File: src/cpu_macros.svh
`ifndef CPU_MACROS_SVH
`define CPU_MACROS_SVH

// ========================================
// Core pipeline geometry
// ========================================

// Issue slots per cycle. The issue logic handles two only.
`define ISSUE_NUM 2

// Data-cache stages that follow execute.
`define DCACHE_PIPE_DEPTH 2

`endif

File: src/cpu_pkg.sv
package cpu_pkg;

// ========================================
// Basic types
// ========================================

typedef logic [31:0] uint32_t;
typedef logic [4:0]  reg_addr_t;

// ========================================
// Decoded operations
// ========================================

typedef enum logic [4:0] {
	OP_NOP = 5'd0,           // Must stay zero, bubbles rely on it.
	OP_ADDU,
	OP_SUBU,
	OP_AND,
	OP_OR,
	OP_SLT,
	OP_ADDIU,
	OP_ORI,
	OP_LUI,
	OP_LW,
	OP_SW,
	OP_LL,
	OP_SC,
	OP_MULT,
	OP_MFHI,
	OP_MFLO,
	OP_MFC0,
	OP_MTC0,
	OP_ERET
} op_t;

// ========================================
// Pipeline payloads
// ========================================

typedef struct packed {
	logic    valid;
	uint32_t pc;
	uint32_t instr;
} fetch_entry_t;

typedef struct packed {
	op_t       op;
	reg_addr_t rs1;
	reg_addr_t rs2;
	reg_addr_t rd;
	logic      is_load;
	logic      is_store;
	logic      is_priv;
	logic      is_nonrw_priv;  // ERET and similar, must run alone.
} decoded_instr_t;

endpackage

File: src/instr_decoder.sv
`timescale 1ns/10ps

module instr_decoder(
	input  cpu_pkg::fetch_entry_t   entry,
	output cpu_pkg::decoded_instr_t decoded
);

import cpu_pkg::*;

logic [5:0] opcode, funct;
reg_addr_t  rs, rt, rd;

assign opcode = entry.instr[31:26];
assign funct  = entry.instr[5:0];
assign rs     = entry.instr[25:21];
assign rt     = entry.instr[20:16];
assign rd     = entry.instr[15:11];

always_comb begin
	decoded = '0;
	if (entry.valid) begin
		case (opcode)
			6'b000000: begin // SPECIAL.
				case (funct)
					6'b100001: decoded.op = OP_ADDU;
					6'b100011: decoded.op = OP_SUBU;
					6'b100100: decoded.op = OP_AND;
					6'b100101: decoded.op = OP_OR;
					6'b101010: decoded.op = OP_SLT;
					6'b011000: decoded.op = OP_MULT;
					6'b010000: decoded.op = OP_MFHI;
					6'b010010: decoded.op = OP_MFLO;
					default:   decoded.op = OP_NOP;
				endcase
				if (decoded.op == OP_MFHI || decoded.op == OP_MFLO) begin
					decoded.rd = rd;
				end else if (decoded.op != OP_NOP) begin
					decoded.rs1 = rs;
					decoded.rs2 = rt;
					decoded.rd  = (decoded.op == OP_MULT) ? 5'd0 : rd;
				end
			end
			6'b001001, 6'b001101, 6'b001111, 6'b100011, 6'b110000: begin
				case (opcode)
					6'b001001: decoded.op = OP_ADDIU;
					6'b001101: decoded.op = OP_ORI;
					6'b001111: decoded.op = OP_LUI;
					6'b100011: decoded.op = OP_LW;
					default:   decoded.op = OP_LL;
				endcase
				decoded.rs1     = rs;
				decoded.rd      = rt;
				decoded.is_load = (opcode == 6'b100011) || (opcode == 6'b110000);
			end
			6'b101011: begin
				decoded.op       = OP_SW;
				decoded.rs1      = rs;
				decoded.rs2      = rt;
				decoded.is_store = 1'b1;
			end
			6'b111000: begin
				decoded.op       = OP_SC;  // Reads, stores, then writes the flag.
				decoded.rs1      = rs;
				decoded.rs2      = rt;
				decoded.rd       = rt;
				decoded.is_load  = 1'b1;
				decoded.is_store = 1'b1;
			end
			6'b010000: begin // COP0.
				if (entry.instr[25] && funct == 6'b011000) begin
					decoded.op            = OP_ERET;
					decoded.is_priv       = 1'b1;
					decoded.is_nonrw_priv = 1'b1;
				end else if (rs == 5'b00000) begin
					decoded.op      = OP_MFC0;
					decoded.rd      = rt;
					decoded.is_priv = 1'b1;
				end else if (rs == 5'b00100) begin
					decoded.op      = OP_MTC0;
					decoded.rs1     = rt;
					decoded.is_priv = 1'b1;
				end
			end
			default: decoded.op = OP_NOP;
		endcase
	end
end

endmodule

File: src/instr_issue.sv
`timescale 1ns/10ps
`include "cpu_macros.svh"

module instr_issue(
	input  cpu_pkg::fetch_entry_t   [`ISSUE_NUM-1:0] fetch_entry,
	input  cpu_pkg::decoded_instr_t [`ISSUE_NUM-1:0] id_decoded,
	input  cpu_pkg::decoded_instr_t [`ISSUE_NUM-1:0] ex_decoded,
	input  cpu_pkg::decoded_instr_t [`DCACHE_PIPE_DEPTH-1:0][`ISSUE_NUM-1:0] dcache_decoded,
	input  logic                                     delayslot_not_exec,
	output cpu_pkg::decoded_instr_t [`ISSUE_NUM-1:0] issue_instr,
	output logic [$clog2(`ISSUE_NUM+1)-1:0]          issue_num,
	output logic                                     stall_req
);

import cpu_pkg::*;

// ========================================
// Hazard helpers
// ========================================

// Raw HI/LO users, MADD family included.
function automatic logic uses_hilo(input uint32_t instr);
	return (instr[31:26] == 6'b000000 && instr[5:4] == 2'b01 && instr[2] == 1'b0)
		|| (instr[31:26] == 6'b011100 && instr[5:3] == 3'b000 && instr[1] == 1'b0);
endfunction

function automatic logic reads_reg(input decoded_instr_t consumer, input reg_addr_t dst);
	return dst != '0 && (consumer.rs1 == dst || consumer.rs2 == dst);
endfunction

logic                  slot1_dropped;
logic                  priv_in_flight, nonrw_in_flight;
logic [`ISSUE_NUM-1:0] valid, ssnop, mem_access, hilo_access, load_related;

for (genvar i = 0; i < `ISSUE_NUM; i++) begin : gen_slot
	assign valid[i]       = fetch_entry[i].valid;
	assign ssnop[i]       = fetch_entry[i].valid && fetch_entry[i].instr == 32'h40;
	assign mem_access[i]  = id_decoded[i].is_load | id_decoded[i].is_store;
	assign hilo_access[i] = uses_hilo(fetch_entry[i].instr);
end

// ========================================
// Load-use and privilege tracking
// ========================================

always_comb begin
	load_related = '0;
	for (int i = 0; i < `ISSUE_NUM; i++) begin
		for (int j = 0; j < `ISSUE_NUM; j++) begin
			if (ex_decoded[j].is_load && reads_reg(id_decoded[i], ex_decoded[j].rd))
				load_related[i] = 1'b1;
			// The last dcache stage forwards, so it is skipped.
			for (int k = 0; k < `DCACHE_PIPE_DEPTH - 1; k++) begin
				if (dcache_decoded[k][j].is_load
						&& reads_reg(id_decoded[i], dcache_decoded[k][j].rd))
					load_related[i] = 1'b1;
			end
		end
	end
	load_related &= valid;
end

always_comb begin
	priv_in_flight  = 1'b0;
	nonrw_in_flight = 1'b0;
	for (int j = 0; j < `ISSUE_NUM; j++) begin
		priv_in_flight  |= ex_decoded[j].is_priv;
		nonrw_in_flight |= ex_decoded[j].is_nonrw_priv;
		for (int k = 0; k < `DCACHE_PIPE_DEPTH; k++) begin
			priv_in_flight  |= dcache_decoded[k][j].is_priv;
			nonrw_in_flight |= dcache_decoded[k][j].is_nonrw_priv;
		end
	end
end

// ========================================
// Issue decision
// ========================================

assign slot1_dropped = ~valid[1]
	| reads_reg(id_decoded[1], id_decoded[0].rd)
	| (mem_access[0] & mem_access[1])
	| (hilo_access[0] & hilo_access[1])
	| delayslot_not_exec                              // Delay slot squashed.
	| (|ssnop)
	| (id_decoded[0].op == OP_SC) | (id_decoded[1].op == OP_SC)
	| id_decoded[0].is_priv | id_decoded[1].is_priv;

assign stall_req = load_related[0]
	| (load_related[1] & ~slot1_dropped)
	| (id_decoded[0].is_nonrw_priv & priv_in_flight)
	| nonrw_in_flight
	| (valid == '0);                                 // Nothing to issue.

always_comb begin
	issue_instr = id_decoded;
	issue_num   = 2;
	if (slot1_dropped) begin
		issue_instr[1] = '0;
		issue_num      = 1;
	end
end

endmodule

File: src/exec_pipe_tracker.sv
`timescale 1ns/10ps
`include "cpu_macros.svh"

module exec_pipe_tracker(
	input  logic                                     clk,
	input  logic                                     rst,
	input  cpu_pkg::decoded_instr_t [`ISSUE_NUM-1:0] issue_instr,
	input  logic                                     stall_req,
	output cpu_pkg::decoded_instr_t [`ISSUE_NUM-1:0] ex_decoded,
	output cpu_pkg::decoded_instr_t [`DCACHE_PIPE_DEPTH-1:0][`ISSUE_NUM-1:0] dcache_decoded
);

import cpu_pkg::*;

decoded_instr_t [`ISSUE_NUM-1:0] ex_next;

// A stall inserts a bubble pair into execute.
assign ex_next = stall_req ? '0 : issue_instr;

// ========================================
// Execute stage
// ========================================

always_ff @(posedge clk) begin
	if (rst) begin
		ex_decoded <= '0;
	end else begin
		ex_decoded <= ex_next;
	end
end

// ========================================
// Data-cache stages
// ========================================

// No downstream stall, these always shift.
always_ff @(posedge clk) begin
	if (rst) begin
		dcache_decoded <= '0;
	end else begin
		dcache_decoded[0] <= ex_decoded;
		for (int k = 1; k < `DCACHE_PIPE_DEPTH; k++) begin
			dcache_decoded[k] <= dcache_decoded[k-1];
		end
	end
end

endmodule

File: src/issue_stage.sv
`timescale 1ns/10ps
`include "cpu_macros.svh"

module issue_stage(
	input  logic                                     clk,
	input  logic                                     rst,
	input  cpu_pkg::fetch_entry_t   [`ISSUE_NUM-1:0] fetch_entry,
	input  logic                                     delayslot_not_exec,
	output cpu_pkg::decoded_instr_t [`ISSUE_NUM-1:0] issue_instr,
	output logic [$clog2(`ISSUE_NUM+1)-1:0]          issue_num,
	output logic                                     stall_req
);

import cpu_pkg::*;

decoded_instr_t [`ISSUE_NUM-1:0] id_decoded;
decoded_instr_t [`ISSUE_NUM-1:0] ex_decoded;
decoded_instr_t [`DCACHE_PIPE_DEPTH-1:0][`ISSUE_NUM-1:0] dcache_decoded;

for (genvar i = 0; i < `ISSUE_NUM; i++) begin : gen_decoder
	instr_decoder i_decoder (
		.entry   (fetch_entry[i]),
		.decoded (id_decoded[i])
	);
end

instr_issue i_issue (
	.fetch_entry        (fetch_entry),
	.id_decoded         (id_decoded),
	.ex_decoded         (ex_decoded),
	.dcache_decoded     (dcache_decoded),
	.delayslot_not_exec (delayslot_not_exec),
	.issue_instr        (issue_instr),
	.issue_num          (issue_num),
	.stall_req          (stall_req)
);

// Mirrors what has left issue, for the hazard checks.
exec_pipe_tracker i_tracker (
	.clk            (clk),
	.rst            (rst),
	.issue_instr    (issue_instr),
	.stall_req      (stall_req),
	.ex_decoded     (ex_decoded),
	.dcache_decoded (dcache_decoded)
);

endmodule

File: config.mk
export PLATFORM = sky130hd
export DESIGN_NAME = issue_stage
export DESIGN_NICKNAME = d
export VERILOG_FILES = /design/src/cpu_pkg.sv /design/src/instr_decoder.sv /design/src/instr_issue.sv /design/src/exec_pipe_tracker.sv /design/src/issue_stage.sv
export VERILOG_INCLUDE_DIRS = /design/src
export SDC_FILE = /design/constraint.sdc
export NUM_CORES = 1
export LEC_CHECK = 0
export BUFFER_PORTS_ARGS = -buffer_cell sky130_fd_sc_hd__buf_2
export CORE_UTILIZATION = 25
export CTS_BUF_LIST = sky130_fd_sc_hd__clkbuf_2 sky130_fd_sc_hd__clkbuf_4 sky130_fd_sc_hd__clkbuf_8
export DETAILED_ROUTE_END_ITERATION = 6
export GPL_ROUTABILITY_DRIVEN = 0
export PLACE_DENSITY = 0.56
export SLEW_MARGIN = 20
export SYNTH_ARGS = -nofsm -noshare
export SYNTH_HDL_FRONTEND = slang
export SYNTH_SLANG_ARGS = --single-unit
File: constraint.sdc
create_clock -name clk -period 5.6 [get_ports clk]
set_clock_uncertainty 0.1 [all_clocks]
set_input_delay 0.28 -clock clk [delete_from_list [all_inputs] [get_ports clk]]
set_output_delay 0.28 -clock clk [all_outputs]
set_load 0.02 [all_outputs]
# Word level (Yosys, flattened, before mapping)
# Cells that the tools add are included.
# word_totals
register_bits,36
input_bits,133
output_inout_bits,51
word_cells,254
# op_classes
eq_ne,66
mux,64
bitwise,36
reduce_logical,68
# ops
operator,count
== test 6 bit (second input constant),18
two-way mux 5 bit,20
== test 5 bit,18
two-way mux 24 bit,3
== test 32 x 7 -> 1 bit (second input constant),2
one-hot mux 4 bit (8 select lines),2
== test 6 x 5 -> 1 bit (second input constant),10
one-hot mux 5 bit (3 select lines),4
one-hot mux 5 bit (5 select lines),2
== test 5 x 4 -> 1 bit (second input constant),8
two-way mux 10 bit,4
== test 6 x 4 -> 1 bit (second input constant),6
nonzero test 5 bit,7
one-hot mux 4 bit (4 select lines),2
two-way mux 15 bit,2
logical AND 1 bit,29
bitwise OR 1 bit,25
one-hot mux 5 bit (2 select lines),2
two-way mux 1 bit,18
logical OR 1 bit,15
OR reduction 7 bit,2
zero test 6 bit,2
OR reduction 6 bit,2
== test 5 x 3 -> 1 bit (second input constant),2
11 further kinds,29

# Depth between registers and ports, before layout
# logic_depth
ltp_word,29
ltp_mapped,15
mapped_depth_nobuf,12

# Cells and area by module
# A second synthesis with hierarchy kept.
# hier_totals
cells_unflattened,861
area_unflattened_um2,7902.6
# by_module_without_submodules
module,instances,cells_each,area_per_inst_um2
exec_pipe_tracker,1,309,4240.3
instr_issue,1,286,2005.7
instr_decoder,2,133,828.3

# Worst setup path before layout
# Ideal clock, no wire load.
# synth_path
path_type,input to output
start,input fetch_entry[25] (netlist name)
end,output issue_instr[43] (netlist name)
t_arrival_ns,3.599
required_ns,5.220
path_slack_ns,1.621
path_stages,15
path_buffers,3
path_cell_list,clkbuf_1 -> or4_1 -> clkbuf_1 -> or4_4 -> a31oi_4 -> a22oi_1 -> inv_1 -> nand3_1 -> or3b_1 -> a21oi_1 -> o21ai_1 -> and3b_1 -> inv_2 -> buf_4 -> nor3b_1
# synth_rtl
item,line,text
"start, declared",issue_stage.sv:7,"input cpu_pkg::fetch_entry_t [`ISSUE_NUM-1:0] fetch_entry,"
"end, declared",issue_stage.sv:9,"output cpu_pkg::decoded_instr_t [`ISSUE_NUM-1:0] issue_instr,"

==> results.py <==
metrics = {
    "global_route": {
        "grt_overflow": 0,
        "track_usage_pct": 19.8,
        "grt_max_degree": 25,
        "grt_pass1_wl_um": 33700,
        "grt_pass1_vias": 5967,
        "antenna_found_initial": 0,
    },
    "placed_design": {
        "postPlaceCellArea_um2": 5910,
        "io_buffers": 116,
        "dp_hpwl_um": 16800,
        "dp_slack_ns": 1.41,
    },
    "finish": {
        "nets": 960,
        "fin_area_um2": 6000,
        "antenna_cells": 0,
        "fillers": 2235,
        "area_growth_pct": 14.6,
        "drive_above_1_share_pct": 19.6,
    },
    "critical_path": {
        "reg2reg_slack_ns": 2.30,
        "cp-startpoint": "fetch_entry[25]",
        "worst_path_largest_cell_delay_ns": 0.73,
        "r2r-start": "i_tracker.dcache_decoded[5]$_SDFF_PP0_",
        "reg2reg_depth": 10,
        "cp.arrival_ns": 3.83,
        "r2r_end": "i_tracker.ex_decoded[1]$_SDFF_PP0_",
        "crit_family": "simple AND/OR/NAND/NOR gates",
        "cp.depth": 14,
        "startpoint_type": "input pin",
        "cp-end-kind": "output port",
        "worstPathMaxFanout": 24,
        "cp.required_ns": 5.22,
        "cp_slowest_cell": "or4_1",
        "path_cells": "buf_2, or4_1, or4_4, a31oi_4, a22oi_1, inv_1, a21oi_1, or3b_1, a21oi_1, o21ai_1, and3b_1, inv_2, nor3_1, buf_2",
        "endpoint": "issue_instr[35]",
        "worst-path-buf-inv": 4,
        "timing.setup.critical_path_class": "input pin to output port",
    },
    "floorplanning": {
        "rows": 52,
        "initial_core_util_pct": 25.7,
        "dieArea_um2": 21500,
        "core_um2": 20400,
        "die_h_um": 147,
        "die_w_um": 147,
        "io_pins": 184,
    },
    "timing": {
        "setup_violations": 0,
        "rsz0062_at_grt": "no",
        "final.setup.worst_slack_ns": 1.39,
        "fmax_mhz": 238,
        "period_minus_slack_ns": 4.21,
        "drv_slew": 0,
        "min_period_over_period_pct": 75.1,
        "max_slew.worst_pin.slew_ns": 0.838,
        "tns_ns": 0,
        "slew_headroom_pct": 43.7,
        "finalHoldViolations": 0,
    },
    "yosys": {
        "syn-cell-area_um2": 5240,
        "yosysTopAreaCell": "dfxtp_1",
        "seq_area_frac_synth_pct": 13.8,
        "syn_area_per_cell_um2": 6.87,
        "syn_inst": 762,
        "ys_warn_count": 0,
        "synth_common_cells": "nor2_1, nand2_1, clkbuf_1",
        "yosysMostFrequentCell": "nor2_1",
        "synth_cell_types": 86,
        "ys_ff_latch": 36,
        "synthArstFlopShare_pct": 0,
        "synth_area_leaders": "dfxtp_1, xnor2_1, nor2_1",
        "ys.flop_type": "dfxtp_1",
        "synth_edf_count": 0,
        "netlist.area_leader.share_pct": 13.8,
    },
    "detailed_routing": {
        "detail-route-antenna-nets": 0,
        "vias": 6436,
        "routed_via_density": 5.86,
        "wl_um": 21600,
        "drc": 0,
        "dr.first_iter.drc_count": 820,
        "firstDrtPassIters": 6,
        "post_drt_wl_per_cell_um": 19.7,
    },
    "pwr": {
        "p_leak_nw": 2.15,
        "peakVddDrop_mv": 0.0807,
        "p_per_area_nw_per_um2": 112,
    },
    "run": {
        "drv_cap": 0,
    },
    "cts": {
        "path_clk_slew_ns": 0.09,
        "clockRootBuffer": "clkbuf_8",
        "ctsResizeCount": 0,
        "clock_latency_ns": 0.30,
        "clockBufferDepth": 2,
        "cts_hold_buf": 0,
        "cts_setup_buffers": 0,
        "clkSinkCount": 36,
        "cts_buffers": 5,
        "cts_tree": "done",
        "htree_num_levels": 2,
    },
    "run_status": {
        "status": "finished, final reports clean",
    },
    "min_path": {
        "hp-class": "input pin to register",
    },
}
==> flip-flops by register name, summed over array words and instances, names as in the netlist <==
signal                    count
i_tracker.dcache_decoded     20
i_tracker.ex_decoded         16
==> cell usage in the layout (no fill, tap or decap), drive strengths merged, types with 8 or more instances in the layout <==
master and instances:
nor3 27, a222oi 8, nand2b 9, a21o 9
or4 9, xnor2 30, a211oi 14, nor2b 28
nor2 68, buf 124, nor3b 8, a21oi 33
o21ai 35, and3 9, nand2 58, nand4 12
inv 43, a221oi 9, xor2 10, nand3 18
o22ai 22, a31oi 18, dfxtp 36, nor4 28
a22oi 15
==> per-stage QoR <==
stage | power, mW | hold WS [ns] | cells | util [%]
6_report | 0.672 | 0.257 | 1098 | 29.5
5_1_grt | 0.702 | 0.287 | 1098 | 29.5
4_1_cts | 0.670 | 0.265 | 1098 | 29.5
3_5_place_dp | 0.473 | 0.357 | 1090 | 29.0
3_3_place_gp | 0.473 | 0.338 | 1090 | 29.0
2_1_floorplan | 0.404 | 0.329 | 766 | -
==> cells by family after synthesis <==
group | count (synthesis) | share of synthesized area [%]
other | 1 | 0.0716
flip-flops | 36 | 13.8
AO/OA/AOI/OAI | 251 | 35.7
XOR/XNOR | 40 | 6.69
buffers and inverters | 117 | 9.56
multiplexers | 1 | 0.215
AND/OR/NAND/NOR | 316 | 34.0
==> worst min path at each step <==
stage / startpoint / to / slack, ns / depth (start not counted)
final: rst / i_tracker.dcache_decoded[31]$_SDFF_PP0_ / 0.26 / 2
after floorplan: i_tracker.dcache_decoded[0]$_SDFF_PP0_ / i_tracker.dcache_decoded[48]$_SDFF_PP0_ / 0.33 / 1
after CTS: rst / i_tracker.dcache_decoded[30]$_SDFF_PP0_ / 0.26 / 2
after global routing: rst / i_tracker.dcache_decoded[31]$_SDFF_PP0_ / 0.29 / 2
after global placement: i_tracker.dcache_decoded[0]$_SDFF_PP0_ / i_tracker.dcache_decoded[48]$_SDFF_PP0_ / 0.34 / 1
after detailed placement: i_tracker.ex_decoded[1]$_SDFF_PP0_ / i_tracker.dcache_decoded[1]$_SDFF_PP0_ / 0.36 / 1
==> area by class of cell <==
| cell class | instances | area, µm² | share of cell area (%) |
|---|---|---|---|
| multi-input combinational | 613 | 4030 | 67.2 |
| sequential | 36 | 721 | 12.0 |
| timing repair buffer | 124 | 641 | 10.7 |
| tap | 270 | 338 | 5.63 |
| inverter | 47 | 176 | 2.94 |
| clock buffer | 6 | 82.6 | 1.38 |
| clock inverter | 2 | 10.0 | 0.167 |
==> metal layers <==
layer | global-route usage, % | wire [µm] | up-vias
met5 | 0 | 0 | -
met4 | 6.82 | 578 | 0
met3 | 2.92 | 2010 | 44
met2 | 30.5 | 9450 | 392
met1 | 27.8 | 9600 | 2969
li1 | - | - | 3031
==> power by group <==
group / switching (mW) / internal (mW) / leakage (nW) / total (mW)
logic: 0.144 / 0.0676 / 1.81 / 0.211
clock network: 0.102 / 0.0984 / 0.0510 / 0.200
registers: 0.00163 / 0.258 / 0.292 / 0.260
total: 0.247 / 0.424 / 2.15 / 0.672
Note: power is estimated with default switching activity, not from simulation.
